--- src/common/bridge_settings.svh ---
`ifndef BRIDGE_SETTINGS_SVH
`define BRIDGE_SETTINGS_SVH

// Byte address width on both AXI and reqrsp.
`define BRIDGE_ADDR_W 16

// Data word width. Strobes follow as one bit per byte.
`define BRIDGE_DATA_W 32

// AXI transaction ID width.
`define BRIDGE_ID_W 4

// AXI burst length field width.
`define BRIDGE_LEN_W 8

// Maximum number of beats in flight downstream.
`define BRIDGE_META_DEPTH 4

`endif

--- src/common/bridge_pkg.sv ---
`include "bridge_settings.svh"

package bridge_pkg;

  // Vector types with a meaning on the bus.
  typedef logic [`BRIDGE_ADDR_W-1:0]   addr_t;
  typedef logic [`BRIDGE_DATA_W-1:0]   data_t;
  typedef logic [`BRIDGE_DATA_W/8-1:0] strb_t;
  typedef logic [`BRIDGE_ID_W-1:0]     id_t;
  typedef logic [`BRIDGE_LEN_W-1:0]    len_t;
  typedef logic [2:0]                  size_t;
  typedef logic [1:0]                  resp_t;

  // AXI response codes.
  localparam resp_t RESP_OKAY   = 2'b00;
  localparam resp_t RESP_SLVERR = 2'b10;

  // Burst generator state.
  typedef enum logic {
    BURST_IDLE,
    BURST_BEATS
  } burst_state_e;

  // Arbiter state, held while a request waits for q_ready.
  typedef enum logic {
    ARB_FREE,
    ARB_HELD
  } arb_state_e;

endpackage

--- src/logic/burst_gen.sv ---
module burst_gen (
  input  logic               clk_i,
  input  logic               rst_n_i,
  input  logic               ax_valid_i,
  output logic               ax_ready_o,
  input  bridge_pkg::addr_t  ax_addr_i,
  input  bridge_pkg::id_t    ax_id_i,
  input  bridge_pkg::len_t   ax_len_i,
  input  bridge_pkg::size_t  ax_size_i,
  output logic               beat_valid_o,
  input  logic               beat_ready_i,
  output bridge_pkg::addr_t  beat_addr_o,
  output bridge_pkg::id_t    beat_id_o,
  output bridge_pkg::size_t  beat_size_o,
  output logic               beat_last_o,
  output logic               burst_active_o
);
  import bridge_pkg::*;

  burst_state_e state_q;
  len_t         cnt_q;
  addr_t        addr_q;
  id_t          id_q;
  size_t        size_q;
  addr_t        next_addr;
  logic         beat_fire;

  // First beat comes straight from the address channel.
  always_comb begin
    if (state_q == BURST_IDLE) begin
      beat_valid_o = ax_valid_i;
      beat_addr_o  = ax_addr_i;
      beat_id_o    = ax_id_i;
      beat_size_o  = ax_size_i;
      beat_last_o  = (ax_len_i == '0);
    end else begin
      beat_valid_o = 1'b1;
      beat_addr_o  = addr_q;
      beat_id_o    = id_q;
      beat_size_o  = size_q;
      beat_last_o  = (cnt_q == len_t'(1));
    end
  end

  assign beat_fire      = beat_valid_o && beat_ready_i;
  assign ax_ready_o     = (state_q == BURST_IDLE) && beat_fire;
  assign burst_active_o = (state_q == BURST_BEATS);

  // INCR step of 2**size bytes.
  assign next_addr = beat_addr_o + (addr_t'(1) << beat_size_o);

  always_ff @(posedge clk_i or negedge rst_n_i) begin
    if (!rst_n_i) begin
      state_q <= BURST_IDLE;
      cnt_q   <= '0;
    end else if (beat_fire) begin
      if (state_q == BURST_IDLE) begin
        if (ax_len_i != '0) begin
          state_q <= BURST_BEATS;
          cnt_q   <= ax_len_i;
        end
      end else begin
        cnt_q <= cnt_q - len_t'(1);
        if (cnt_q == len_t'(1)) begin
          state_q <= BURST_IDLE;
        end
      end
    end
  end

  always_ff @(posedge clk_i) begin
    if (beat_fire) begin
      addr_q <= next_addr;
      if (state_q == BURST_IDLE) begin
        id_q   <= ax_id_i;
        size_q <= ax_size_i;
      end
    end
  end

endmodule

--- src/logic/meta_fifo.sv ---
`include "bridge_settings.svh"

module meta_fifo (
  input  logic             clk_i,
  input  logic             rst_n_i,
  input  logic             push_i,
  input  bridge_pkg::id_t  push_id_i,
  input  logic             push_write_i,
  input  logic             push_last_i,
  input  logic             pop_i,
  output logic             full_o,
  output logic             empty_o,
  output bridge_pkg::id_t  head_id_o,
  output logic             head_write_o,
  output logic             head_last_o
);
  import bridge_pkg::*;

  localparam int unsigned DEPTH = `BRIDGE_META_DEPTH;
  localparam int unsigned PTR_W = (DEPTH > 1) ? $clog2(DEPTH) : 1;
  localparam int unsigned CNT_W = $clog2(DEPTH + 1);

  id_t              id_mem    [DEPTH];
  logic             write_mem [DEPTH];
  logic             last_mem  [DEPTH];
  logic [PTR_W-1:0] wr_ptr_q;
  logic [PTR_W-1:0] rd_ptr_q;
  logic [CNT_W-1:0] cnt_q;
  logic             no_entry;
  logic             store;
  logic             take;

  assign no_entry = (cnt_q == '0);

  // A push popped in the same cycle while empty bypasses the storage.
  assign store = push_i && !(no_entry && pop_i);
  assign take  = pop_i && !no_entry;

  assign full_o  = (cnt_q == CNT_W'(DEPTH));
  assign empty_o = no_entry && !push_i;

  assign head_id_o    = no_entry ? push_id_i    : id_mem[rd_ptr_q];
  assign head_write_o = no_entry ? push_write_i : write_mem[rd_ptr_q];
  assign head_last_o  = no_entry ? push_last_i  : last_mem[rd_ptr_q];

  always_ff @(posedge clk_i or negedge rst_n_i) begin
    if (!rst_n_i) begin
      wr_ptr_q <= '0;
      rd_ptr_q <= '0;
      cnt_q    <= '0;
    end else begin
      if (store) begin
        wr_ptr_q <= (wr_ptr_q == PTR_W'(DEPTH - 1)) ? '0 : wr_ptr_q + PTR_W'(1);
      end
      if (take) begin
        rd_ptr_q <= (rd_ptr_q == PTR_W'(DEPTH - 1)) ? '0 : rd_ptr_q + PTR_W'(1);
      end
      cnt_q <= cnt_q + CNT_W'(store) - CNT_W'(take);
    end
  end

  always_ff @(posedge clk_i) begin
    if (store) begin
      id_mem[wr_ptr_q]    <= push_id_i;
      write_mem[wr_ptr_q] <= push_write_i;
      last_mem[wr_ptr_q]  <= push_last_i;
    end
  end

endmodule

--- src/logic/rsp_router.sv ---
module rsp_router (
  input  logic               p_valid_i,
  output logic               p_ready_o,
  input  bridge_pkg::data_t  p_data_i,
  input  logic               p_error_i,
  input  bridge_pkg::id_t    head_id_i,
  input  logic               head_write_i,
  input  logic               head_last_i,
  input  logic               empty_i,
  output logic               pop_o,
  output logic               r_valid_o,
  input  logic               r_ready_i,
  output bridge_pkg::data_t  r_data_o,
  output bridge_pkg::id_t    r_id_o,
  output bridge_pkg::resp_t  r_resp_o,
  output logic               r_last_o,
  output logic               b_valid_o,
  input  logic               b_ready_i,
  output bridge_pkg::id_t    b_id_o,
  output bridge_pkg::resp_t  b_resp_o
);
  import bridge_pkg::*;

  logic  to_r;
  logic  to_b;
  resp_t resp;

  // Reads go to R, last write beats go to B, other write beats are dropped.
  assign to_r = !head_write_i;
  assign to_b = head_write_i && head_last_i;

  assign p_ready_o = !empty_i && (to_r ? r_ready_i : (to_b ? b_ready_i : 1'b1));
  assign pop_o     = p_valid_i && p_ready_o;

  assign resp = p_error_i ? RESP_SLVERR : RESP_OKAY;

  assign r_valid_o = p_valid_i && !empty_i && to_r;
  assign r_data_o  = p_data_i;
  assign r_id_o    = head_id_i;
  assign r_resp_o  = resp;
  assign r_last_o  = head_last_i;

  // B carries the status of the final beat only.
  assign b_valid_o = p_valid_i && !empty_i && to_b;
  assign b_id_o    = head_id_i;
  assign b_resp_o  = resp;

endmodule

--- src/bridge/bridge_ctrl.sv ---
module bridge_ctrl (
  input  logic               clk_i,
  input  logic               rst_n_i,
  input  logic               rd_beat_valid_i,
  output logic               rd_beat_ready_o,
  input  bridge_pkg::addr_t  rd_beat_addr_i,
  input  bridge_pkg::id_t    rd_beat_id_i,
  input  bridge_pkg::size_t  rd_beat_size_i,
  input  logic               rd_beat_last_i,
  input  logic               rd_burst_active_i,
  input  logic               wr_beat_valid_i,
  output logic               wr_beat_ready_o,
  input  bridge_pkg::addr_t  wr_beat_addr_i,
  input  bridge_pkg::id_t    wr_beat_id_i,
  input  bridge_pkg::size_t  wr_beat_size_i,
  input  logic               wr_beat_last_i,
  input  logic               wr_burst_active_i,
  input  logic               w_valid_i,
  output logic               w_ready_o,
  input  bridge_pkg::data_t  w_data_i,
  input  bridge_pkg::strb_t  w_strb_i,
  output logic               q_valid_o,
  input  logic               q_ready_i,
  output bridge_pkg::addr_t  q_addr_o,
  output logic               q_write_o,
  output bridge_pkg::data_t  q_data_o,
  output bridge_pkg::strb_t  q_strb_o,
  output bridge_pkg::size_t  q_size_o,
  input  logic               meta_full_i,
  output logic               meta_push_o,
  output bridge_pkg::id_t    meta_id_o,
  output logic               meta_write_o,
  output logic               meta_last_o
);
  import bridge_pkg::*;

  arb_state_e arb_q;
  logic       sel_q;
  logic       sel_wr;
  logic       rd_elig;
  logic       wr_elig;
  logic       fire;

  // A write beat needs its W data at the same time.
  assign rd_elig = rd_beat_valid_i;
  assign wr_elig = wr_beat_valid_i && w_valid_i;

  always_comb begin
    sel_wr = sel_q;
    if (arb_q == ARB_FREE) begin
      if (wr_elig && !rd_elig) begin
        sel_wr = 1'b1;
      end else if (rd_elig && !wr_elig) begin
        sel_wr = 1'b0;
      end else if (wr_elig && rd_elig) begin
        // Ongoing bursts first, then round robin.
        if (wr_burst_active_i) begin
          sel_wr = 1'b1;
        end else if (rd_burst_active_i) begin
          sel_wr = 1'b0;
        end else begin
          sel_wr = !sel_q;
        end
      end
    end
  end

  assign q_valid_o = (sel_wr ? wr_elig : rd_elig) && !meta_full_i;
  assign fire      = q_valid_o && q_ready_i;

  assign rd_beat_ready_o = fire && !sel_wr;
  assign wr_beat_ready_o = fire && sel_wr;
  assign w_ready_o       = fire && sel_wr;

  assign q_addr_o  = sel_wr ? wr_beat_addr_i : rd_beat_addr_i;
  assign q_write_o = sel_wr;
  assign q_data_o  = sel_wr ? w_data_i : '0;
  assign q_strb_o  = sel_wr ? w_strb_i : '0;
  assign q_size_o  = sel_wr ? wr_beat_size_i : rd_beat_size_i;

  // Routing data is recorded with every accepted request.
  assign meta_push_o  = fire;
  assign meta_id_o    = sel_wr ? wr_beat_id_i : rd_beat_id_i;
  assign meta_write_o = sel_wr;
  assign meta_last_o  = sel_wr ? wr_beat_last_i : rd_beat_last_i;

  always_ff @(posedge clk_i or negedge rst_n_i) begin
    if (!rst_n_i) begin
      arb_q <= ARB_FREE;
      sel_q <= 1'b0;
    end else if (q_valid_o) begin
      sel_q <= sel_wr;
      arb_q <= fire ? ARB_FREE : ARB_HELD;
    end
  end

endmodule

--- src/bridge/axi_reqrsp_bridge.sv ---
module axi_reqrsp_bridge (
  input  logic               clk_i,
  input  logic               rst_n_i,
  input  logic               ar_valid_i,
  output logic               ar_ready_o,
  input  bridge_pkg::addr_t  ar_addr_i,
  input  bridge_pkg::id_t    ar_id_i,
  input  bridge_pkg::len_t   ar_len_i,
  input  bridge_pkg::size_t  ar_size_i,
  input  logic               aw_valid_i,
  output logic               aw_ready_o,
  input  bridge_pkg::addr_t  aw_addr_i,
  input  bridge_pkg::id_t    aw_id_i,
  input  bridge_pkg::len_t   aw_len_i,
  input  bridge_pkg::size_t  aw_size_i,
  input  logic               w_valid_i,
  output logic               w_ready_o,
  input  bridge_pkg::data_t  w_data_i,
  input  bridge_pkg::strb_t  w_strb_i,
  output logic               r_valid_o,
  input  logic               r_ready_i,
  output bridge_pkg::data_t  r_data_o,
  output bridge_pkg::id_t    r_id_o,
  output bridge_pkg::resp_t  r_resp_o,
  output logic               r_last_o,
  output logic               b_valid_o,
  input  logic               b_ready_i,
  output bridge_pkg::id_t    b_id_o,
  output bridge_pkg::resp_t  b_resp_o,
  output logic               q_valid_o,
  input  logic               q_ready_i,
  output bridge_pkg::addr_t  q_addr_o,
  output logic               q_write_o,
  output bridge_pkg::data_t  q_data_o,
  output bridge_pkg::strb_t  q_strb_o,
  output bridge_pkg::size_t  q_size_o,
  input  logic               p_valid_i,
  output logic               p_ready_o,
  input  bridge_pkg::data_t  p_data_i,
  input  logic               p_error_i
);
  import bridge_pkg::*;

  // Read beat stream.
  logic  rd_beat_valid;
  logic  rd_beat_ready;
  addr_t rd_beat_addr;
  id_t   rd_beat_id;
  size_t rd_beat_size;
  logic  rd_beat_last;
  logic  rd_burst_active;

  // Write beat stream.
  logic  wr_beat_valid;
  logic  wr_beat_ready;
  addr_t wr_beat_addr;
  id_t   wr_beat_id;
  size_t wr_beat_size;
  logic  wr_beat_last;
  logic  wr_burst_active;

  // Metadata FIFO.
  logic  meta_push;
  id_t   meta_id;
  logic  meta_write;
  logic  meta_last;
  logic  meta_full;
  logic  meta_empty;
  logic  meta_pop;
  id_t   head_id;
  logic  head_write;
  logic  head_last;

  burst_gen u_rd_gen (
    .clk_i          (clk_i),
    .rst_n_i        (rst_n_i),
    .ax_valid_i     (ar_valid_i),
    .ax_ready_o     (ar_ready_o),
    .ax_addr_i      (ar_addr_i),
    .ax_id_i        (ar_id_i),
    .ax_len_i       (ar_len_i),
    .ax_size_i      (ar_size_i),
    .beat_valid_o   (rd_beat_valid),
    .beat_ready_i   (rd_beat_ready),
    .beat_addr_o    (rd_beat_addr),
    .beat_id_o      (rd_beat_id),
    .beat_size_o    (rd_beat_size),
    .beat_last_o    (rd_beat_last),
    .burst_active_o (rd_burst_active)
  );

  burst_gen u_wr_gen (
    .clk_i          (clk_i),
    .rst_n_i        (rst_n_i),
    .ax_valid_i     (aw_valid_i),
    .ax_ready_o     (aw_ready_o),
    .ax_addr_i      (aw_addr_i),
    .ax_id_i        (aw_id_i),
    .ax_len_i       (aw_len_i),
    .ax_size_i      (aw_size_i),
    .beat_valid_o   (wr_beat_valid),
    .beat_ready_i   (wr_beat_ready),
    .beat_addr_o    (wr_beat_addr),
    .beat_id_o      (wr_beat_id),
    .beat_size_o    (wr_beat_size),
    .beat_last_o    (wr_beat_last),
    .burst_active_o (wr_burst_active)
  );

  bridge_ctrl u_ctrl (
    .clk_i             (clk_i),
    .rst_n_i           (rst_n_i),
    .rd_beat_valid_i   (rd_beat_valid),
    .rd_beat_ready_o   (rd_beat_ready),
    .rd_beat_addr_i    (rd_beat_addr),
    .rd_beat_id_i      (rd_beat_id),
    .rd_beat_size_i    (rd_beat_size),
    .rd_beat_last_i    (rd_beat_last),
    .rd_burst_active_i (rd_burst_active),
    .wr_beat_valid_i   (wr_beat_valid),
    .wr_beat_ready_o   (wr_beat_ready),
    .wr_beat_addr_i    (wr_beat_addr),
    .wr_beat_id_i      (wr_beat_id),
    .wr_beat_size_i    (wr_beat_size),
    .wr_beat_last_i    (wr_beat_last),
    .wr_burst_active_i (wr_burst_active),
    .w_valid_i         (w_valid_i),
    .w_ready_o         (w_ready_o),
    .w_data_i          (w_data_i),
    .w_strb_i          (w_strb_i),
    .q_valid_o         (q_valid_o),
    .q_ready_i         (q_ready_i),
    .q_addr_o          (q_addr_o),
    .q_write_o         (q_write_o),
    .q_data_o          (q_data_o),
    .q_strb_o          (q_strb_o),
    .q_size_o          (q_size_o),
    .meta_full_i       (meta_full),
    .meta_push_o       (meta_push),
    .meta_id_o         (meta_id),
    .meta_write_o      (meta_write),
    .meta_last_o       (meta_last)
  );

  meta_fifo u_meta (
    .clk_i        (clk_i),
    .rst_n_i      (rst_n_i),
    .push_i       (meta_push),
    .push_id_i    (meta_id),
    .push_write_i (meta_write),
    .push_last_i  (meta_last),
    .pop_i        (meta_pop),
    .full_o       (meta_full),
    .empty_o      (meta_empty),
    .head_id_o    (head_id),
    .head_write_o (head_write),
    .head_last_o  (head_last)
  );

  rsp_router u_router (
    .p_valid_i    (p_valid_i),
    .p_ready_o    (p_ready_o),
    .p_data_i     (p_data_i),
    .p_error_i    (p_error_i),
    .head_id_i    (head_id),
    .head_write_i (head_write),
    .head_last_i  (head_last),
    .empty_i      (meta_empty),
    .pop_o        (meta_pop),
    .r_valid_o    (r_valid_o),
    .r_ready_i    (r_ready_i),
    .r_data_o     (r_data_o),
    .r_id_o       (r_id_o),
    .r_resp_o     (r_resp_o),
    .r_last_o     (r_last_o),
    .b_valid_o    (b_valid_o),
    .b_ready_i    (b_ready_i),
    .b_id_o       (b_id_o),
    .b_resp_o     (b_resp_o)
  );

endmodule

--- config.mk ---
export PLATFORM = sky130hd
export DESIGN_NAME = axi_reqrsp_bridge
export DESIGN_NICKNAME = d
export VERILOG_FILES = /design/src/common/bridge_pkg.sv /design/src/logic/burst_gen.sv /design/src/logic/meta_fifo.sv /design/src/logic/rsp_router.sv /design/src/bridge/bridge_ctrl.sv /design/src/bridge/axi_reqrsp_bridge.sv
export VERILOG_INCLUDE_DIRS = /design/src /design/src/common
export SDC_FILE = /design/constraint.sdc
export NUM_CORES = 1
export LEC_CHECK = 0
export ABC_AREA = 1
export BUFFER_PORTS_ARGS = -buffer_cell sky130_fd_sc_hd__buf_2
export CORE_MARGIN = 8
export CORE_UTILIZATION = 30
export DETAILED_ROUTE_END_ITERATION = 16
export PLACE_DENSITY = 0.58
export SLEW_MARGIN = 20
export SYNTH_ARGS = -nofsm -noshare
export SYNTH_HDL_FRONTEND = slang
export SYNTH_SLANG_ARGS = --single-unit
--- constraint.sdc ---
create_clock -name clk_i -period 3.96 [get_ports clk_i]
set_clock_uncertainty 0.1 [all_clocks]
set_input_delay 0.396 -clock clk_i [delete_from_list [all_inputs] [get_ports clk_i]]
set_output_delay 0.396 -clock clk_i [all_outputs]
set_load 0.01 [all_outputs]
# Yosys cells after proc, flatten, opt, wreduce, memory -nomap -nowiden
# Memories as Yosys holds them, arrays and structs flattened.
# Cells that the tools add are included.
# Widths: inputs -> output; s select.
# totals
register_bits,73
mem_bits_rw,24
inputBits,140
output_inout_bits,108
mem_count,3
# mem_list
name,words,width,read_ports,rd_clocked_by_memory_dff,wr,line_no,text
u_meta.id_mem,4,4,1,0,1,meta_fifo.sv:23,id_t id_mem [DEPTH];
u_meta.last_mem,4,1,1,0,1,meta_fifo.sv:25,logic last_mem [DEPTH];
u_meta.write_mem,4,1,1,0,1,meta_fifo.sv:24,logic write_mem [DEPTH];
# op_classes
n_bitwise,2
mux,44
shift,2
addsub,8
reduce_logical,41
eq_ne,5
# op_table
op,count
$mux 16,3
$add 16x16->16,2
$mux 32,1
$mux 8,4
$shl 1x3->16 const A,2
$mux 1,25
$logic_and 1x1->1,22
$mux 4,5
$eq 8x1->1 const B,2
$logic_not 8->1,2
$reduce_bool 8->1,2
$sub 8x1->8 const B,2
$logic_not 1->1,10
$mux 3,3
$mux 2,3
$add 2x1->2 const B,2
$eq 2x2->1 const B,2
$reduce_and 2->1,2
$reduce_bool 2->1,2
$add 3x1->3,1
$eq 3x3->1 const B,1
$logic_not 3->1,1
$sub 3x1->3,1
$not 1->1,2

# Logic depth before layout (Yosys ltp)
# Gate-level depths: netlist (run 1).
# logic_depth
depth_word,20
ltp_mapped,19

# By module
# From an unflattened synthesis (run 1), not the netlist that was laid out.
# unflattened
hier_cells,1050
area_unflattened_um2,7480.9
# by_module_without_submodules
module,instances,area_per_inst_um2,cells_each,seq_area_each_um2
burst_gen,2,2377.3,321,915.9
meta_fifo,1,1524.0,164,895.9
bridge_ctrl,1,813.3,187,50.0
rsp_router,1,389.1,57,0.0

# Worst setup path before layout (run 1)
# OpenSTA, ideal clock, no wires.
# synth_path
path_kind,flip-flop to flip-flop
startpoint,reg u_rd_gen.state_q (netlist: u_rd_gen.burst_active_o)
endpoint,"reg u_rd_gen.addr_q[12], data pin"
period_less_slack_ns,3.232
t_required_ns,3.607
arrival_time_ns,2.879
stages_incl_launch_ff,20
path_slack_ns,0.728
path_buffers,1
setup_ns,0.253
cell_sequence,dfrtp_1 > inv_2 > clkbuf_1 > or2_2 > o21ai_0 > inv_1 > nor2_1 > ha_1 > inv_1 > fa_1 > o21ai_0 > a21oi_1 > nor2_1 > o21ai_0 > nand2_1 > nand2_1 > nor2_1 > nand2_1 > nand2_1 > nand2_1
# synth_between
elab_chain_cells,3
word_cells_on_any_way,4
cone_classes,add/sub (1); shift (1); mux (2)
# synth_lines
item,line_no,text
start: declaration,burst_gen.sv:20,burst_state_e state_q;
start signal: assignment,burst_gen.sv:54,state_q <= BURST_IDLE;
start signal: assignment,burst_gen.sv:59,state_q <= BURST_BEATS;
start signal: assignment,burst_gen.sv:65,state_q <= BURST_IDLE;
$mux 3,n/a,
via rd_beat_size[2],axi_reqrsp_bridge.sv:49,size_t rd_beat_size;
$shl 1x3->16,burst_gen.sv:50,assign next_addr = beat_addr_o + (addr_t'(1) << beat_size_o);
$add 16x16->16,burst_gen.sv:50,
via u_rd_gen.next_addr[12],burst_gen.sv:25,addr_t next_addr;
end signal: assignment,burst_gen.sv:73,addr_q <= next_addr;
end: declaration,burst_gen.sv:22,addr_t addr_q;
# The timed path passes the listed nets, and every way through them passes these cells.
# A chain may end at the register's enable or synchronous reset.

# Worst setup path in the final report (run 1)
# layout_path
startpoint,reg u_wr_gen.state_q (netlist: u_wr_gen.burst_active_o)
endpoint,out aw_ready_o
# layout_between
elab_chain_cells,13
word_cells_on_any_way,18
cone_classes,mux (7); bitwise (1); reduce/logical (10)
# layout_lines
item,line_no,text
start: declaration,burst_gen.sv:20,
start signal: assignment,burst_gen.sv:54,
start signal: assignment,burst_gen.sv:59,
start signal: assignment,burst_gen.sv:65,
$mux 1,burst_gen.sv:30,if (state_q == BURST_IDLE) begin
$logic_and 1x1->1,bridge_ctrl.sv:46,assign wr_elig = wr_beat_valid_i && w_valid_i;
$logic_and 1x1->1 or $logic_not 1->1 (tied branches),"bridge_ctrl.sv:55, bridge_ctrl.sv:53",
$mux 1 or $logic_and 1x1->1 (tied branches),"bridge_ctrl.sv:55, bridge_ctrl.sv:53",
$mux 1,bridge_ctrl.sv:53,end else if (rd_elig && !wr_elig) begin
$mux 1,bridge_ctrl.sv:51,if (wr_elig && !rd_elig) begin
$mux 1,bridge_ctrl.sv:50,if (arb_q == ARB_FREE) begin
$mux 1,bridge_ctrl.sv:68,assign q_valid_o = (sel_wr ? wr_elig : rd_elig) && !meta_full_i;
$logic_and 1x1->1,bridge_ctrl.sv:68,
$logic_and 1x1->1,bridge_ctrl.sv:69,assign fire = q_valid_o && q_ready_i;
$logic_and 1x1->1,bridge_ctrl.sv:72,assign wr_beat_ready_o = fire && sel_wr;
$logic_and 1x1->1,burst_gen.sv:45,assign beat_fire = beat_valid_o && beat_ready_i;
$logic_and 1x1->1 (*),burst_gen.sv:46,assign ax_ready_o = (state_q == BURST_IDLE) && beat_fire;
end: declaration,axi_reqrsp_bridge.sv:11,"output logic aw_ready_o,"
# Every way passes the cells marked *; elsewhere a longest branch is shown, timed or not.

==> results of run 1 <==
-- state kept, by name, indices dropped and copies added, names as in the netlist --
register                 cells
u_ctrl.arb_q                 1
u_ctrl.sel_q                 1
u_meta.cnt_q                 3
u_meta.id_mem               16
u_meta.last_mem              4
u_meta.rd_ptr_q              2
u_meta.wr_ptr_q              2
u_meta.write_mem             4
u_rd_gen.addr_q             16
u_rd_gen.burst_active_o      1
u_rd_gen.cnt_q               8
u_rd_gen.id_q                4
u_rd_gen.size_q              3
u_wr_gen.addr_q             16
u_wr_gen.burst_active_o      1
u_wr_gen.cnt_q               8
u_wr_gen.id_q                4
u_wr_gen.size_q              3
-- worst max path at each step --
stage                                              startpoint                       endpoint  slack, ps  depth (start not counted)
after floorplan           u_rd_gen.burst_active_o$_DFFE_PN0P_  u_rd_gen.addr_q[12]$_DFFE_PP_        730                         19
after global placement    u_wr_gen.burst_active_o$_DFFE_PN0P_  u_wr_gen.addr_q[14]$_DFFE_PP_        700                         13
after detailed placement  u_wr_gen.burst_active_o$_DFFE_PN0P_  u_wr_gen.addr_q[14]$_DFFE_PP_        600                         13
after CTS                 u_wr_gen.burst_active_o$_DFFE_PN0P_                     aw_ready_o        450                         11
after global routing      u_wr_gen.burst_active_o$_DFFE_PN0P_  u_wr_gen.addr_q[14]$_DFFE_PP_        220                         13
final                     u_wr_gen.burst_active_o$_DFFE_PN0P_                     aw_ready_o        470                         11
-- per-stage QoR --
step / setup slack (ps) / hold slack [ps] / utilization, % / instance area [µm²] / cells
floorplan: 728 / 0.409 / - / 6750 / 869
global placement: 701 / 391 / 34.3 / 7680 / 1279
detailed placement: 601 / 394 / 34.3 / 7680 / 1279
CTS: 453 / 0.568 / 35.7 / 7980 / 1295
global route: 216 / 19.8 / 35.7 / 7980 / 1295
finish: 468 / -23.9 / 35.7 / 7980 / 1295
-- layer usage --
layer | vias to the layer above | global-route usage (%)
li1 | 3019 | -
met1 | 2637 | 16.5
met2 | 187 | 23.4
met3 | 14 | 5.04
met4 | 2 | 3.20
met5 | - | 0
-- cell families (layout without fill, tap and decap cells) --
group | count (synthesis) | after routing | share of synthesized area, %
and+or+nand+nor | 386 | 386 | 24.5
buffers and inverters | 187 | 328 | 12.9
AOI/OAI and AO/OA | 135 | 135 | 11.3
DFF | 97 | 97 | 41.2
adders and majority gates | 30 | 30 | 5.90
xor gates and xnor gates | 28 | 28 | 3.63
muxes | 4 | 4 | 0.593
other | 1 | 2 | 0.0556
-- cells in the final DEF, fill, tap and decap left out, types with 3 or more instances in the layout --
master                      netlist  final
sky130_fd_sc_hd__inv_2            5      5
sky130_fd_sc_hd__nand4_1          5      5
sky130_fd_sc_hd__or2_2           23     23
sky130_fd_sc_hd__nand3_1         22     22
sky130_fd_sc_hd__o21ai_0         80     80
sky130_fd_sc_hd__inv_1          118    118
sky130_fd_sc_hd__inv_6            0      3
sky130_fd_sc_hd__o22ai_1          3      3
sky130_fd_sc_hd__a31oi_1         10     10
sky130_fd_sc_hd__nor3_1           5      5
sky130_fd_sc_hd__edfxtp_1        70     70
sky130_fd_sc_hd__o211ai_1         8      8
sky130_fd_sc_hd__clkbuf_16        0      9
sky130_fd_sc_hd__buf_4           41     11
sky130_fd_sc_hd__nand2_1        189    189
sky130_fd_sc_hd__a21oi_1         22     22
sky130_fd_sc_hd__dfrtp_1         27     27
sky130_fd_sc_hd__nor2_2           1      3
sky130_fd_sc_hd__xnor2_1         11     11
sky130_fd_sc_hd__ha_1            27     27
sky130_fd_sc_hd__nor2_1         127    125
sky130_fd_sc_hd__xor2_1          17     17
sky130_fd_sc_hd__a21o_1           3      3
sky130_fd_sc_hd__o21ai_1          3      3
sky130_fd_sc_hd__nand2_2          3      3
sky130_fd_sc_hd__buf_2            7    178
sky130_fd_sc_hd__mux2i_1          4      4
sky130_fd_sc_hd__fa_1             3      3
-- layout make-up --
type	count	share of cell area, %
clock buffer	9	2.82
timing repair buffer	189	12.2
inverter	123	5.79
clock inverter	7	0.957
tap	285	4.47
multi-input combinational	585	39.0
sequential	97	34.8
-- worst max-delay path, stage by stage (launching register included) --
cell,delay [ps]
sky130_fd_sc_hd__dfrtp_1,380
sky130_fd_sc_hd__buf_4,320
sky130_fd_sc_hd__nor2_1,110
sky130_fd_sc_hd__nor3_4,190
sky130_fd_sc_hd__nand2_2,130
sky130_fd_sc_hd__nand2_4,80
sky130_fd_sc_hd__buf_4,450
sky130_fd_sc_hd__nand2_1,200
sky130_fd_sc_hd__nor2_2,260
sky130_fd_sc_hd__inv_1,100
sky130_fd_sc_hd__nor2_1,210
sky130_fd_sc_hd__buf_2,180
-- report_power, final --
group	total, W	switching, W	internal (W)
clock network	0.000923	0.000427	0.000496
registers	0.00188	0.000199	0.00168
logic	0.00400	0.00260	0.00140
total	0.00680	0.00323	0.00358
==> run summary, run 1 <==
LOGIC SYNTHESIS
------------------------------------------------------------------------------------------------------
Count of flip-flops with a built-in enable after synthesis                                          70
Mean post-synth cell area                                                                     7.78 µm²
Sequential-to-total area share from yosys stat                                                   41.2%
Top-area cell type share of the netlist area                                                     31.1%
Leading area contributor after synthesis                                                  sky130_fd_sc_hd__edfxtp_1
Yosys reg bits                                                                                      97
Netlist cell types                                                                                  44
Ranking of synthesized cells by area                                                      sky130_fd_sc_hd__edfxtp_1 31%, sky130_fd_sc_hd__nand2_1 11%, sky130_fd_sc_hd__dfrtp_1 10%
Most used standard cell by instance count after synthesis                                 sky130_fd_sc_hd__nand2_1
Post-synth ARST share                                                                            27.8%
Synth cell count leaders                                                                  189 x sky130_fd_sc_hd__nand2_1, 127 x sky130_fd_sc_hd__nor2_1, 118 x sky130_fd_sc_hd__inv_1
Post-synthesis cell count                                                                          868
Synthesis Warnings                                                                                   0
Post-synthesis cell area                                                                      6750 µm²
Most used flip-flop cell after synthesis                                                  sky130_fd_sc_hd__edfxtp_1

ROUTING
------------------------------------------------------------------------------------------------------
Top metal layer carrying routed signals                                                           met5
Detailed Route Iter0 Violations                                                                    427
Vias per cell                                                                                     4.52
Drc violations                                                                                       0
Met1 Wirelength                                                                                8480 µm
Routed Antenna Nets                                                                                  0
Routed wire length per instance                                                                14.8 µm
Routed wire length                                                                            19200 µm
Number of detailed-routing iterations run before antenna repair                                      5
Number of vias in the routed layout                                                               5859
Met2 wirelength from detailed routing                                                          9070 µm
WL met3                                                                                        1480 µm

CLOCKING
------------------------------------------------------------------------------------------------------
Cell at the root of the clock tree                                                        sky130_fd_sc_hd__clkbuf_16
Number of H-tree levels                                                                              3
Number of gates resized after CTS                                                                    0
Source-to-sink clock delay at the later pin of the worst-skew pair                              360 ps
Count of clock tree sinks                                                                           97
Post-CTS setup-driven buffer insertion count                                                         0
# hold bufs at CTS                                                                                   0
TritonCTS clock tree                                                                             built
Clock transition at the register clock pins on the worst setup and hold paths after CTS          80 ps
Number of buffers created by CTS                                                                     9
Clock Path Buffers                                                                                   2

STA
------------------------------------------------------------------------------------------------------
Finish-stage setup viols                                                                             0
Maximum clock frequency                                                                        286 MHz
Final Hold Viols                                                                                    17
Headroom to the max-slew limit                                                                   50.1%
Number of max-slew violations in the final report                                                    0
Final period demand of the worst path                                                          3490 ps
Period utilization                                                                               88.2%
Hold WS                                                                                       -23.9 ps
Accumulated negative setup slack                                                                  0 ps
Setup repair after global routing missed its margin                                                 no
Actual slew at the worst max-slew pin                                                           740 ps

POWER AND IR DROP
------------------------------------------------------------------------------------------------------
Overall power after layout                                                                   0.00680 W
LEAKAGE                                                                                        3.97 nW
Power density over the cells                                                                853 nW/µm²
Max IR drop VDD                                                                             0.000469 V

HOLD PATH
------------------------------------------------------------------------------------------------------
Kind of path behind the tightest hold check                                                in -> async

FLOORPLANNING
------------------------------------------------------------------------------------------------------
Num rows                                                                                            55
Die Wd                                                                                          166 µm
Starting utilization of the core area                                                            30.2%
Core outline area                                                                            22400 µm²
DIE AREA                                                                                     27600 µm²
Ports                                                                                              248
Die height                                                                                      166 µm

CELLS AND AREA
------------------------------------------------------------------------------------------------------
Layout fillers                                                                                    2361
Antenna cells                                                                                        0
Nets                                                                                              1175
Share of layout cells above drive strength 1                                                     24.8%
Seq. cell area                                                                                2780 µm²
Area of combinational cells with multiple inputs                                              3110 µm²
Growth of design area from synthesis to finish                                                   18.2%

PLACE
------------------------------------------------------------------------------------------------------
Global placer's final weighted congestion                                                        0.864
Number of buffers added on ports                                                                   178
DPL Wire Length                                                                               14900 µm

SETUP PATH
------------------------------------------------------------------------------------------------------
Path depth of the worst reg2reg path                                                                13
Crit end category                                                                           output pin
Reg2reg start                                                                             u_wr_gen.burst_active_o$_DFFE_PN0P_
Reg2reg end                                                                               u_wr_gen.addr_q[14]$_DFFE_PP_
Worst endpoint data arrival time                                                               3000 ps
Critical Path Fanout Max                                                                            54
FF-to-FF setup slack                                                                            540 ps
CP required                                                                                    3460 ps
Type of the worst setup path                                                                reg -> out
Type of origin of the critical path                                                          flip-flop

GLOBAL ROUTE
------------------------------------------------------------------------------------------------------
Via count of the first global-routing pass                                                        5943
Initial antenna violation count                                                                      1
Global-route wire length before repair                                                        30700 µm
Remaining global-route overflow                                                                      0
Overall global routing resource usage                                                            13.8%
Pin count of the biggest net entering global routing                                                55

OUTCOME
------------------------------------------------------------------------------------------------------
Result of the run                                                                         complete, but fails checks
Violations in the final reports                                                            hold timing

FLOW RUN
------------------------------------------------------------------------------------------------------
MaxCap Viol Count                                                                                    0

Power figures use the tool's default switching activity.
==> run 2, diff against run 1 <==
--- a/config.mk
+++ b/config.mk
@@ -11,7 +11,7 @@
 export CORE_MARGIN = 8
 export CORE_UTILIZATION = 30
 export DETAILED_ROUTE_END_ITERATION = 16
-export PLACE_DENSITY = 0.58
+export PLACE_DENSITY = 0.57
 export SLEW_MARGIN = 20
 export SYNTH_ARGS = -nofsm -noshare
 export SYNTH_HDL_FRONTEND = slang
==> run summary, run 2 (synthesized netlist as in run 1, its figures left out) <==
ROUTING
------------------------------------------------------------------------------------------------------
Routed wire length                                                                            19400 µm
Drc violations                                                                                       0
Number of detailed-routing iterations run before antenna repair                                      5
Vias per cell                                                                                     4.56
Routed Antenna Nets                                                                                  0
Detailed Route Iter0 Violations                                                                    399
Number of vias in the routed layout                                                               5924
Routed wire length per instance                                                                15.0 µm

SETUP PATH
------------------------------------------------------------------------------------------------------
Type of the worst setup path                                                                reg -> reg
Worst endpoint data arrival time                                                               3650 ps
Crit end category                                                                            flip-flop
Type of origin of the critical path                                                          flip-flop
Critical Path Fanout Max                                                                            16
CP required                                                                                    3970 ps
Reg2reg end                                                                               u_wr_gen.addr_q[14]$_DFFE_PP_
FF-to-FF setup slack                                                                            330 ps
Worst path cell trace                                                                     inv_2, or2_2, o21ai_0, inv_1, nor2_1, ha_1, inv_1, fa_1, o21ai_0, nand4_1, o211ai_1, nand4_1, xnor2_1
Path depth of the worst reg2reg path                                                                13
Critical-path top delay cell                                                              sky130_fd_sc_hd__dfrtp_1
Crit path from                                                                            u_wr_gen.burst_active_o$_DFFE_PN0P_
Reg2reg start                                                                             u_wr_gen.burst_active_o$_DFFE_PN0P_
Crit-path max cell delay                                                                        490 ps
Capture point of the critical path                                                        u_wr_gen.addr_q[14]$_DFFE_PP_

CLOCKING
------------------------------------------------------------------------------------------------------
Cell at the root of the clock tree                                                        sky130_fd_sc_hd__clkbuf_16
Count of clock tree sinks                                                                           97
Clock transition at the register clock pins on the worst setup and hold paths after CTS          80 ps
Source-to-sink clock delay at the later pin of the worst-skew pair                              360 ps
# hold bufs at CTS                                                                                   1
Clock Path Buffers                                                                                   2
Number of H-tree levels                                                                              3
Number of gates resized after CTS                                                                    0
Post-CTS setup-driven buffer insertion count                                                         0
TritonCTS clock tree                                                                             built
Number of buffers created by CTS                                                                     9

CELLS AND AREA
------------------------------------------------------------------------------------------------------
Utilization of the core after routing                                                            35.7%
Layout fillers                                                                                    2322
Most used cells in the layout excluding fill and tap cells                                189 x sky130_fd_sc_hd__nand2_1, 178 x sky130_fd_sc_hd__buf_2, 125 x sky130_fd_sc_hd__nor2_1
Share of layout cells above drive strength 1                                                     24.8%
Biggest registers after layout                                                            u_meta.id_mem (16), u_rd_gen.addr_q (16), u_wr_gen.addr_q (16)
Commonest non-fill, non-tap cell in the layout                                            sky130_fd_sc_hd__nand2_1
Growth of design area from synthesis to finish                                                   18.4%
Nets                                                                                              1177

FLOORPLANNING
------------------------------------------------------------------------------------------------------
Num rows                                                                                            55
Ports                                                                                              248
Die height                                                                                      166 µm
Core outline area                                                                            22400 µm²
DIE AREA                                                                                     27600 µm²
Starting utilization of the core area                                                            30.2%
Die Wd                                                                                          166 µm

PLACE
------------------------------------------------------------------------------------------------------
Global placer's final weighted congestion                                                        0.838
DPL Wire Length                                                                               15000 µm
Post-place setup slack                                                                          394 ps
Number of buffers added on ports                                                                   178

STA
------------------------------------------------------------------------------------------------------
Final period demand of the worst path                                                          3630 ps
Actual slew at the worst max-slew pin                                                           741 ps
Setup repair after global routing missed its margin                                                 no
Worst Slack Setup Final                                                                         328 ps
Finish-stage setup viols                                                                             0
Final Hold Viols                                                                                     0
Headroom to the max-slew limit                                                                   50.1%
Number of max-slew violations in the final report                                                    0
Period utilization                                                                               91.7%
Maximum clock frequency                                                                        275 MHz
Accumulated negative setup slack                                                                  0 ps

GLOBAL ROUTE
------------------------------------------------------------------------------------------------------
Via count of the first global-routing pass                                                        5939
Pin count of the biggest net entering global routing                                                55
Overall global routing resource usage                                                            13.8%
Remaining global-route overflow                                                                      0
Global-route wire length before repair                                                        30600 µm
Initial antenna violation count                                                                      2

OUTCOME
------------------------------------------------------------------------------------------------------
Result of the run                                                                         finished, final reports clean

HOLD PATH
------------------------------------------------------------------------------------------------------
Worst Hold Depth                                                                                     3
Kind of path behind the tightest hold check                                                  in -> reg

POWER AND IR DROP
------------------------------------------------------------------------------------------------------
LEAKAGE                                                                                        3.98 nW
Overall power after layout                                                                   0.00681 W
Power density over the cells                                                                851 nW/µm²
Max IR drop VDD                                                                             0.000415 V

FLOW RUN
------------------------------------------------------------------------------------------------------
MaxCap Viol Count                                                                                    0

==> run 2: worst min path at each step <==
stage | startpoint | end | slack (ps)
2_1_floorplan | rst_n_i | u_ctrl.arb_q$_DFFE_PN0N_ | 0.4
3_3_place_gp | rst_n_i | u_meta.rd_ptr_q[1]$_DFFE_PN0P_ | 390
3_5_place_dp | rst_n_i | u_meta.rd_ptr_q[1]$_DFFE_PN0P_ | 390
4_1_cts | aw_len_i[7] | u_wr_gen.cnt_q[7]$_DFFE_PN0P_ | 180
5_1_grt | aw_len_i[7] | u_wr_gen.cnt_q[7]$_DFFE_PN0P_ | 200
6_report | aw_len_i[7] | u_wr_gen.cnt_q[7]$_DFFE_PN0P_ | 200
==> run 2: metal layers <==
metal	global-route usage [%]	share of wire, %
met1	16.1	43
met2	23.3	47
met3	5.40	9.1
met4	3.44	1.3
met5	0	0.051
==> run 2: final cells by class <==
type	count	area [µm²]	area share [%]
clock buffers	9	225	2.82
clock inverters	7	71.3	0.892
multi-input cells	585	3110	38.9
well taps	285	357	4.46
flip-flops and latches	97	2780	34.7
repair buffers	191	991	12.4
diodes	1	2.50	0.0313
inverters	123	462	5.78
==> run 2: through the flow <==
stage | area, µm² | instances | hold WS, ps
5_1_grt | 7990 | 1298 | 199
3_5_place_dp | 7680 | 1280 | 391
3_3_place_gp | 7680 | 1280 | 394
2_1_floorplan | 6750 | 869 | 0.409
4_1_cts | 7990 | 1297 | 183
6_report | 7990 | 1298 | 195
==> run 2: critical path: cells and delay by family (launching register included) <==
| kind | cells | cell delay (ps) |
|---|---|---|
| xor gates and xnor gates | 1 | 150 |
| and+or+nand+nor | 4 | 760 |
| buffers and inverters | 3 | 480 |
| AOI/OAI and AO/OA | 3 | 830 |
| adders and majority gates | 2 | 560 |
| DFF | 1 | 490 |
==> run 2: report_power, final <==
group / internal, W / switching [W]
Sequential: 0.00168 / 0.000212
Combinational: 0.00140 / 0.00261
Clock: 0.000447 / 0.000448
Total: 0.00353 / 0.00327
